--- config.mk ---
export PLATFORM = sky130hd
export DESIGN_NAME = storeQueue
export DESIGN_NICKNAME = d
export VERILOG_FILES = /design/src/source/sqPkg.sv /design/src/source/sqPointers.sv /design/src/source/sqFlushFsm.sv /design/src/source/sqEntryArray.sv /design/src/source/sqForward.sv /design/src/source/sqDrain.sv /design/src/source/storeQueue.sv
export SDC_FILE = /design/constraint.sdc
export NUM_CORES = 2
export LEC_CHECK = 0
export BUFFER_PORTS_ARGS = -buffer_cell sky130_fd_sc_hd__buf_2
export CAP_MARGIN = 10
export CORE_MARGIN = 3
export CORE_UTILIZATION = 28
export CTS_BUF_LIST = sky130_fd_sc_hd__clkbuf_4
export DETAILED_ROUTE_END_ITERATION = 12
export HOLD_SLACK_MARGIN = 0.08
export PLACE_DENSITY = 0.53
export SLEW_MARGIN = 10
export SYNTH_ARGS = -nofsm -noshare
export SYNTH_HDL_FRONTEND = slang
export SYNTH_HIERARCHICAL = 1
export SYNTH_SLANG_ARGS = --single-unit
--- constraint.sdc ---
create_clock -name clk -period 9.41 [get_ports clk]
set_input_delay 1.882 -clock clk [delete_from_list [all_inputs] [get_ports clk]]
set_output_delay 1.882 -clock clk [all_outputs]
set_load 0.02 [all_outputs]
--- src/source/sqPkg.sv ---
`default_nettype none

package sqPkg;

    // queue geometry
    localparam int NumEntries = 8;
    localparam int IdxLen = 3;
    // index plus one wrap bit so age is a signed difference
    localparam int SqnWidth = 4;

    localparam int DataWidth = 32;
    localparam int MaskWidth = 4;
    localparam int WordAddrWidth = 30;

    typedef logic [SqnWidth-1:0] sqnT;
    typedef logic [IdxLen-1:0] idxT;
    typedef logic [DataWidth-1:0] dataT;
    typedef logic [MaskWidth-1:0] maskT;
    typedef logic [WordAddrWidth-1:0] wordAddrT;

    typedef enum logic [1:0] {
        sizeByte = 2'd0,
        sizeHalf = 2'd1,
        sizeWord = 2'd2
    } accessSizeT;

    typedef enum logic [0:0] {
        flushIdle = 1'b0,
        flushDrain = 1'b1
    } flushStateT;

    typedef struct packed {
        logic valid;
        sqnT storeSqn;
    } allocReqT;

    typedef struct packed {
        logic valid;
        sqnT storeSqn;
        wordAddrT addr;
        maskT wmask;
    } addrReqT;

    typedef struct packed {
        logic valid;
        sqnT storeSqn;
        dataT data;
    } dataReqT;

    typedef struct packed {
        logic taken;
        logic flush;
        sqnT storeSqn;
    } branchT;

    // storeSqn is the first store younger than the load
    typedef struct packed {
        logic valid;
        logic [31:0] addr;
        accessSizeT size;
        sqnT storeSqn;
    } loadReqT;

    typedef struct packed {
        logic valid;
        dataT data;
        maskT mask;
        logic conflict;
    } fwdResultT;

    typedef struct packed {
        dataT data;
        wordAddrT addr;
        maskT wmask;
        sqnT storeSqn;
        logic addrAvail;
        logic loaded;
    } sqEntryT;

    typedef struct packed {
        logic valid;
        wordAddrT addr;
        dataT data;
        maskT wmask;
    } storeOutT;

endpackage

`default_nettype wire

--- src/source/sqPointers.sv ---
`default_nettype none

module sqPointers (
    input wire clk,
    input wire rst,
    input wire sqPkg::allocReqT alloc,
    input wire sqPkg::branchT branch,
    input wire sqPkg::sqnT comStSqn,
    input wire deq,
    output logic [sqPkg::NumEntries-1:0] entryValid,
    output logic [sqPkg::NumEntries-1:0] entryReady,
    output sqPkg::sqnT baseIdx,
    output logic queueEmpty,
    output sqPkg::sqnT maxStoreSqn,
    output logic done
);

    // tail points at the youngest allocated store
    sqPkg::sqnT lastIdx;
    sqPkg::idxT baseI;
    sqPkg::idxT lastI;
    sqPkg::idxT comI;
    logic queueFull;
    logic allCommitted;
    sqPkg::sqnT allocAhead;

    assign baseI = baseIdx[sqPkg::IdxLen-1:0];
    assign lastI = lastIdx[sqPkg::IdxLen-1:0];
    assign comI = comStSqn[sqPkg::IdxLen-1:0];

    // same index but a full lap apart
    assign queueFull = (baseIdx + sqPkg::sqnT'(sqPkg::NumEntries - 1)) == lastIdx;
    assign allCommitted = (baseIdx + sqPkg::sqnT'(sqPkg::NumEntries)) == comStSqn;

    always_ff @(posedge clk) begin
        if (rst) begin
            baseIdx <= '0;
            lastIdx <= '1;
        end else begin
            if (deq)
                baseIdx <= baseIdx + 1'b1;
            // rollback wins over rename
            if (branch.taken)
                lastIdx <= branch.storeSqn;
            else if (alloc.valid)
                lastIdx <= alloc.storeSqn;
        end
    end

    // walk the ring, turning on at head and off past the committed pointer
    always_comb begin
        logic active;
        active = comI < baseI;
        for (int i = 0; i < sqPkg::NumEntries; i++) begin
            if (allCommitted)
                active = 1'b1;
            else if (sqPkg::idxT'(i) == comI)
                active = 1'b0;
            else if (sqPkg::idxT'(i) == baseI)
                active = 1'b1;
            entryReady[i] = active;
        end
    end

    always_comb begin
        sqPkg::idxT lastNext;
        logic active;
        lastNext = lastI + 1'b1;
        active = lastNext < baseI;
        for (int i = 0; i < sqPkg::NumEntries; i++) begin
            if (queueFull)
                active = 1'b1;
            else if (sqPkg::idxT'(i - 1) == lastI)
                active = 1'b0;
            else if (sqPkg::idxT'(i) == baseI)
                active = 1'b1;
            entryValid[i] = active;
        end
    end

    assign queueEmpty = ~|entryValid;
    assign maxStoreSqn = baseIdx + sqPkg::sqnT'(sqPkg::NumEntries - 1);
    assign done = baseIdx == comStSqn;

    assign allocAhead = alloc.storeSqn - maxStoreSqn;

    // rename must not run past the free slots
    allocInRange: assert property (@(posedge clk) disable iff (rst)
        alloc.valid && !branch.taken |-> $signed(allocAhead) <= 0)
        else $error("store allocation beyond maxStoreSqn");

endmodule

`default_nettype wire

--- src/source/sqFlushFsm.sv ---
`default_nettype none

module sqFlushFsm (
    input wire clk,
    input wire rst,
    input wire sqPkg::branchT branch,
    input wire queueEmpty,
    input wire allocStrobe,
    input wire addrStrobe,
    output logic flush,
    output logic empty
);

    sqPkg::flushStateT state;
    sqPkg::flushStateT stateNext;
    logic emptyQ;

    always_comb begin
        stateNext = state;
        case (state)
            sqPkg::flushIdle:
                if (branch.taken && branch.flush)
                    stateNext = sqPkg::flushDrain;
            sqPkg::flushDrain:
                if (emptyQ)
                    stateNext = sqPkg::flushIdle;
            default:
                stateNext = sqPkg::flushIdle;
        endcase
    end

    always_ff @(posedge clk) begin
        if (rst) begin
            state <= sqPkg::flushIdle;
            emptyQ <= 1'b1;
        end else begin
            state <= stateNext;
            // any write this cycle means the queue is still busy
            emptyQ <= queueEmpty && !allocStrobe && !addrStrobe;
        end
    end

    assign flush = state == sqPkg::flushDrain;
    assign empty = emptyQ;

endmodule

`default_nettype wire

--- src/source/sqEntryArray.sv ---
`default_nettype none

module sqEntryArray (
    input wire clk,
    input wire rst,
    input wire sqPkg::allocReqT alloc,
    input wire sqPkg::addrReqT addrIn,
    input wire sqPkg::dataReqT dataIn,
    input wire sqPkg::branchT branch,
    input wire [sqPkg::NumEntries-1:0] entryValid,
    output sqPkg::sqEntryT [sqPkg::NumEntries-1:0] entries
);

    sqPkg::idxT allocIdx;
    sqPkg::idxT addrIdx;
    sqPkg::idxT dataIdx;
    sqPkg::sqnT addrAge;
    sqPkg::sqnT dataAge;
    logic addrKeep;
    logic dataKeep;

    assign allocIdx = alloc.storeSqn[sqPkg::IdxLen-1:0];
    assign addrIdx = addrIn.storeSqn[sqPkg::IdxLen-1:0];
    assign dataIdx = dataIn.storeSqn[sqPkg::IdxLen-1:0];

    // age relative to the branch where positive means younger
    assign addrAge = addrIn.storeSqn - branch.storeSqn;
    assign dataAge = dataIn.storeSqn - branch.storeSqn;

    assign addrKeep = addrIn.valid &&
        (!branch.taken || (!branch.flush && $signed(addrAge) <= 0));
    assign dataKeep = dataIn.valid &&
        (!branch.taken || (!branch.flush && $signed(dataAge) <= 0));

    always_ff @(posedge clk) begin
        if (rst) begin
            for (int i = 0; i < sqPkg::NumEntries; i++) begin
                entries[i].addrAvail <= 1'b0;
                entries[i].loaded <= 1'b0;
            end
        end else begin
            if (dataKeep) begin
                entries[dataIdx].data <= dataIn.data;
                entries[dataIdx].loaded <= 1'b1;
            end
            if (addrKeep) begin
                entries[addrIdx].addr <= addrIn.addr;
                entries[addrIdx].wmask <= addrIn.wmask;
                entries[addrIdx].addrAvail <= 1'b1;
            end
            // a fresh slot forgets whatever the last store left there
            if (alloc.valid) begin
                entries[allocIdx].storeSqn <= alloc.storeSqn;
                entries[allocIdx].wmask <= '0;
                entries[allocIdx].addrAvail <= 1'b0;
                entries[allocIdx].loaded <= 1'b0;
            end
        end
    end

    // address unit only targets live stores, and only once each
    addrOnFreshEntry: assert property (@(posedge clk) disable iff (rst)
        addrKeep |-> entryValid[addrIdx] && !entries[addrIdx].addrAvail)
        else $error("address write to an invalid or already addressed entry");

endmodule

`default_nettype wire

--- src/source/sqForward.sv ---
`default_nettype none

module sqForward (
    input wire clk,
    input wire rst,
    input wire sqPkg::loadReqT load,
    input wire sqPkg::sqEntryT [sqPkg::NumEntries-1:0] entries,
    input wire [sqPkg::NumEntries-1:0] entryValid,
    input wire [sqPkg::NumEntries-1:0] entryReady,
    input wire sqPkg::sqnT baseIdx,
    input wire sqPkg::storeOutT storeOut,
    output sqPkg::fwdResultT fwd
);

    sqPkg::wordAddrT loadWordAddr;
    sqPkg::maskT readMask;
    sqPkg::dataT lookupData;
    sqPkg::maskT lookupMask;
    logic lookupConflict;

    assign loadWordAddr = load.addr[31:2];

    // bytes touched by the load
    always_comb begin
        case (load.size)
            sqPkg::sizeByte:
                readMask = sqPkg::maskT'(1) << load.addr[1:0];
            sqPkg::sizeHalf:
                readMask = load.addr[1] ? 4'b1100 : 4'b0011;
            default:
                readMask = 4'b1111;
        endcase
    end

    always_comb begin
        sqPkg::idxT idx;
        sqPkg::sqnT ageDiff;
        logic match;
        // unread bytes count as already available
        lookupMask = ~readMask;
        lookupData = '0;
        lookupConflict = 1'b0;

        // drain register is older than anything still in the queue
        if (storeOut.valid && storeOut.addr == loadWordAddr) begin
            for (int j = 0; j < sqPkg::MaskWidth; j++)
                if (storeOut.wmask[j])
                    lookupData[j*8 +: 8] = storeOut.data[j*8 +: 8];
            lookupMask = lookupMask | storeOut.wmask;
        end

        // start at head so younger stores overwrite older bytes
        for (int k = 0; k < sqPkg::NumEntries; k++) begin
            idx = baseIdx[sqPkg::IdxLen-1:0] + sqPkg::idxT'(k);
            ageDiff = entries[idx].storeSqn - load.storeSqn;
            match = entryValid[idx] && entries[idx].addrAvail &&
                entries[idx].addr == loadWordAddr &&
                (entryReady[idx] || $signed(ageDiff) < 0);
            if (match) begin
                if (entries[idx].loaded) begin
                    for (int j = 0; j < sqPkg::MaskWidth; j++)
                        if (entries[idx].wmask[j]) begin
                            lookupData[j*8 +: 8] = entries[idx].data[j*8 +: 8];
                            lookupMask[j] = 1'b1;
                        end
                end else if ((entries[idx].wmask & readMask) != '0) begin
                    // address known but data still in flight
                    lookupConflict = 1'b1;
                end
            end
        end
    end

    always_ff @(posedge clk) begin
        if (load.valid) begin
            fwd.data <= lookupData;
            fwd.mask <= lookupMask;
            fwd.conflict <= lookupConflict;
        end
        if (rst)
            fwd.valid <= 1'b0;
        else
            fwd.valid <= load.valid;
    end

endmodule

`default_nettype wire

--- src/source/sqDrain.sv ---
`default_nettype none

module sqDrain (
    input wire clk,
    input wire rst,
    input wire sqPkg::sqEntryT [sqPkg::NumEntries-1:0] entries,
    input wire [sqPkg::NumEntries-1:0] entryReady,
    input wire sqPkg::sqnT baseIdx,
    input wire stall,
    output sqPkg::storeOutT storeOut,
    output logic deq
);

    sqPkg::idxT headIdx;
    sqPkg::sqEntryT head;
    logic headReady;
    logic canLoad;

    assign headIdx = baseIdx[sqPkg::IdxLen-1:0];
    assign head = entries[headIdx];
    assign headReady = entryReady[headIdx];

    // register is free or memory takes its content this cycle
    assign canLoad = !storeOut.valid || !stall;
    assign deq = canLoad && headReady;

    always_ff @(posedge clk) begin
        if (deq) begin
            storeOut.addr <= head.addr;
            storeOut.data <= head.data;
            storeOut.wmask <= head.wmask;
        end
        if (rst)
            storeOut.valid <= 1'b0;
        else if (canLoad)
            storeOut.valid <= headReady;
    end

    // a store leaves only once its address and data are in
    headComplete: assert property (@(posedge clk) disable iff (rst)
        deq |-> head.addrAvail && head.loaded)
        else $error("store drained before its address and data arrived");

endmodule

`default_nettype wire

--- src/source/storeQueue.sv ---
`default_nettype none

module storeQueue (
    input wire clk,
    input wire rst,
    input wire sqPkg::allocReqT alloc,
    input wire sqPkg::addrReqT addrIn,
    input wire sqPkg::dataReqT dataIn,
    input wire sqPkg::branchT branch,
    input wire sqPkg::sqnT comStSqn,
    input wire sqPkg::loadReqT load,
    input wire stall,
    output sqPkg::fwdResultT fwd,
    output sqPkg::storeOutT storeOut,
    output logic empty,
    output logic done,
    output logic flush,
    output sqPkg::sqnT maxStoreSqn
);

    logic [sqPkg::NumEntries-1:0] entryValid;
    logic [sqPkg::NumEntries-1:0] entryReady;
    sqPkg::sqnT baseIdx;
    logic queueEmpty;
    logic deq;
    sqPkg::sqEntryT [sqPkg::NumEntries-1:0] entries;

    sqPointers pointers (
        .clk(clk),
        .rst(rst),
        .alloc(alloc),
        .branch(branch),
        .comStSqn(comStSqn),
        .deq(deq),
        .entryValid(entryValid),
        .entryReady(entryReady),
        .baseIdx(baseIdx),
        .queueEmpty(queueEmpty),
        .maxStoreSqn(maxStoreSqn),
        .done(done)
    );

    sqFlushFsm flushFsm (
        .clk(clk),
        .rst(rst),
        .branch(branch),
        .queueEmpty(queueEmpty),
        .allocStrobe(alloc.valid),
        .addrStrobe(addrIn.valid),
        .flush(flush),
        .empty(empty)
    );

    sqEntryArray entryArray (
        .clk(clk),
        .rst(rst),
        .alloc(alloc),
        .addrIn(addrIn),
        .dataIn(dataIn),
        .branch(branch),
        .entryValid(entryValid),
        .entries(entries)
    );

    // lookup also sees the store held in the drain register
    sqForward forward (
        .clk(clk),
        .rst(rst),
        .load(load),
        .entries(entries),
        .entryValid(entryValid),
        .entryReady(entryReady),
        .baseIdx(baseIdx),
        .storeOut(storeOut),
        .fwd(fwd)
    );

    sqDrain drain (
        .clk(clk),
        .rst(rst),
        .entries(entries),
        .entryReady(entryReady),
        .baseIdx(baseIdx),
        .stall(stall),
        .storeOut(storeOut),
        .deq(deq)
    );

endmodule

`default_nettype wire

==> impl_metrics.toml <==
[critical_path]
regToRegSetupSlack_ns = 2.38
cp.arrival_ns = 8.01
crit_fanout = 49
rr_endpoint = "forward/fwd[13]"
cp_data_required_time_ns = 10.39
reg2reg_depth = 12
regToRegStartpoint = "pointers/baseIdx[1]"
end_kind = "flip-flop"
startpoint = "pointers/baseIdx[1]"
cp-start-kind = "flip-flop"
crit_type = "flip-flop to flip-flop"

[grt]
grt_overflow_total = 0
grt_usage_pct = 21.1
grt_pass1_wl_um = 323000
first_global_vias = 43100
antenna_found_initial = 61
grt_max_degree = 139

[clock_tree]
cts_tree = "done"
cts-root-buf = "clkbuf_4"
post_cts_buffers = 0
htree_num_levels = 4
path_clk_slew_ns = 0.07
cts_buffers = 185
cts_sinks = 691
postCtsHoldBufs = 0
clk_latency_ns = 1.24
ctsResizeCount = 0
clockBufferDepth = 3

[die]
die_h_um = 457
initial_core_util_pct = 28.3
die_w_um = 457
core-area_um2 = 201000
io_pins = 245
rows = 164
dieArea_um2 = 208000

[logic_synthesis]
synthMuxAreaShare_pct = 34.7
synthAdderAreaFrac_pct = 1.02
yosysTopAreaCell = "edfxtp_1"
yosysSeqAreaShare_pct = 36.0
synth_top_family_by_area = "multiplexers"
yosys-top-cells-count = "mux4_2, edfxtp_1, nand2_1"
synth.most_common_cell = "mux4_2"
synth_cells = 4603
async_flop_share_pct = 0
synth_compound_area_share_pct = 8.59
synth_top_flop_cell = "edfxtp_1"
synth_area_um2 = 56800
yosysTopAreaCellShare_pct = 35.0
synth_edf_count = 663
synth-xor-area-share_pct = 4.02
synth_cell_types = 115
syn_avg_cell_area_um2 = 12.3
synth.area.top_cells = "edfxtp_1, mux4_2, nand2_1"
yosysWarnings = 6
synth-simple-area-share_pct = 11.3
synth-seq-cells = 691

[sta]
tns_ns = 0
skew_ns = 0.104
maxSlewViolCount = 0
worstMarginPinSlew_ns = 1.32
setup_viol = 0
slew_headroom_pct = 9.74
rsz0062_at_grt = "no"
fin_crit_ns = 7.03
hold_violations = 0
max_freq_mhz = 142
fin_crit_sh_pct = 74.7

[layout]
final_nets = 4939
layout-drive-gt1-share_pct = 31.6
fillers = 20200
fin_util_pct = 31.4
syn2layout_area_growth_pct = 10.7

[detailed_routing]
via_per_inst = 6.02
vias = 45800
drc_errors = 0
routed_wl_um = 227000
drt_iter0_drc = 6013
ant_nets = 0
dr.pass1.iters = 6
wl_per_cell_um = 29.9

[hold_path]
min_to = "entryArray/entries[217]"
holdPathStages = 1
hold_path_class = "flip-flop to flip-flop"
holdCritStartpoint = "entryArray/entries[217]"

[job]
maxCapViolations = 0

[run_status]
outcome = "finished clean"

[pwr]
ir_worst_vdd_v = 0.000324
p_per_area_nw_per_um2 = 314
power.static_leakage_nw = 20.6

[placed_design]
gp_congestion = 1.05
port_buffers = 244
dp_hpwl_um = 162000
## worst max-delay path by stage
stage	slack, ns	to	cells past startpoint
after global placement	2.18	forward/fwd[13]	12
after CTS	2.36	forward/fwd[13]	12
final	2.38	forward/fwd[13]	12
after detailed placement	2.39	forward/fwd[13]	12
after floorplan	1.60	pointers/baseIdx[3]	12
after global routing	1.96	forward/fwd[16]	19
## flip-flops by register name, indices dropped and copies added (netlist names)
| signal | cells |
|---|---|
| drain/storeOut | 67 |
| entryArray/entries | 576 |
| flushFsm/empty | 1 |
| flushFsm/flush | 1 |
| forward/fwd | 38 |
| pointers/baseIdx | 4 |
| pointers/lastIdx | 4 |
## power breakdown
part	internal (mW)	switching (mW)	total [mW]	leakage, nW
registers	3.76	0.380	4.14	6.29
clock network	1.51	1.42	2.93	1.48
logic	5.07	7.62	12.7	12.8
## through the flow
step                      total power, mW  worst slack (ns)  instance area, µm²  hold slack [ns]  instances
after floorplan                      13.1              1.60               56900            0.441       4614
after global placement               16.6              2.18               60300            0.468       7227
after detailed placement             16.6              2.39               60300            0.478       7228
after CTS                            19.7              2.36               62800            0.494       7566
after global routing                 20.7              1.96               62900            0.533       7584
final                                19.8              2.38               62900            0.493       7599
## layout make-up
cell class | instances | area [µm²] | share of cell area [%]
Multi-Input combinational cell | 3464 | 34200 | 54.3
Sequential cell | 691 | 20500 | 32.5
Tap cell | 2656 | 3320 | 5.28
Timing Repair Buffer | 345 | 2070 | 3.29
Clock buffer | 244 | 1830 | 2.91
Clock inverter | 94 | 702 | 1.12
Inverter | 74 | 280 | 0.445
Antenna cell | 31 | 77.6 | 0.123
## worst max-delay path: stages (launching register included)
cell and delay, ns:
dfxtp_4 0.70, inv_1 0.28, ha_4 0.93, buf_12 0.36, mux4_2 0.56, xnor2_1 0.42
nand3_1 0.14, a2111oi_1 0.96, nand4_1 0.47, nor4_2 0.72, nor3b_1 0.89, a221oi_1 0.20
o31a_1 0.15
## kinds of logic after synthesis
group	count (synthesis)
other	1
adder cells (fa/ha/maj)	45
buffers and inverters	459
multiplexers	1081
AND/OR/NAND/NOR	1387
XOR/XNOR	259
AO/OA/AOI/OAI	680
flip-flops	691
## placed cells by master (no fill, tap or decap), types with 21 or more instances in the layout
| cell type | instances |
|---|---|
| mux4_2 | 670 |
| edfxtp_1 | 663 |
| nand2_1 | 654 |
| nor2_1 | 273 |
| buf_2 | 245 |
| clkbuf_4 | 244 |
| mux2i_1 | 240 |
| xnor2_1 | 225 |
| mux2_2 | 149 |
| a21oi_1 | 126 |
| nand3_1 | 99 |
| buf_4 | 92 |
| o21ai_0 | 77 |
| o22ai_1 | 72 |
| nand4_1 | 65 |
| inv_1 | 64 |
| and3_1 | 56 |
| clkinv_1 | 52 |
| nor3_1 | 52 |
| o31a_1 | 43 |
| ha_1 | 42 |
| a31oi_1 | 37 |
| a221oi_1 | 35 |
| diode_2 | 31 |
| a22oi_1 | 31 |
| xor2_1 | 27 |
| a211oi_1 | 26 |
| dfxtp_1 | 25 |
| nor2b_1 | 25 |
| nand2b_1 | 24 |
| clkinv_2 | 22 |
| o211ai_1 | 21 |
| and2_1 | 21 |
## routing by layer
metal	up-vias	part of all wire, %	GRT usage [%]
met5	-	0.059	0
met4	22	5.6	11.1
met3	539	9.7	4.67
met2	2826	45	32.1
met1	23400	40	28.1
li1	18900	-	-
Power figures use the tool's default switching activity.
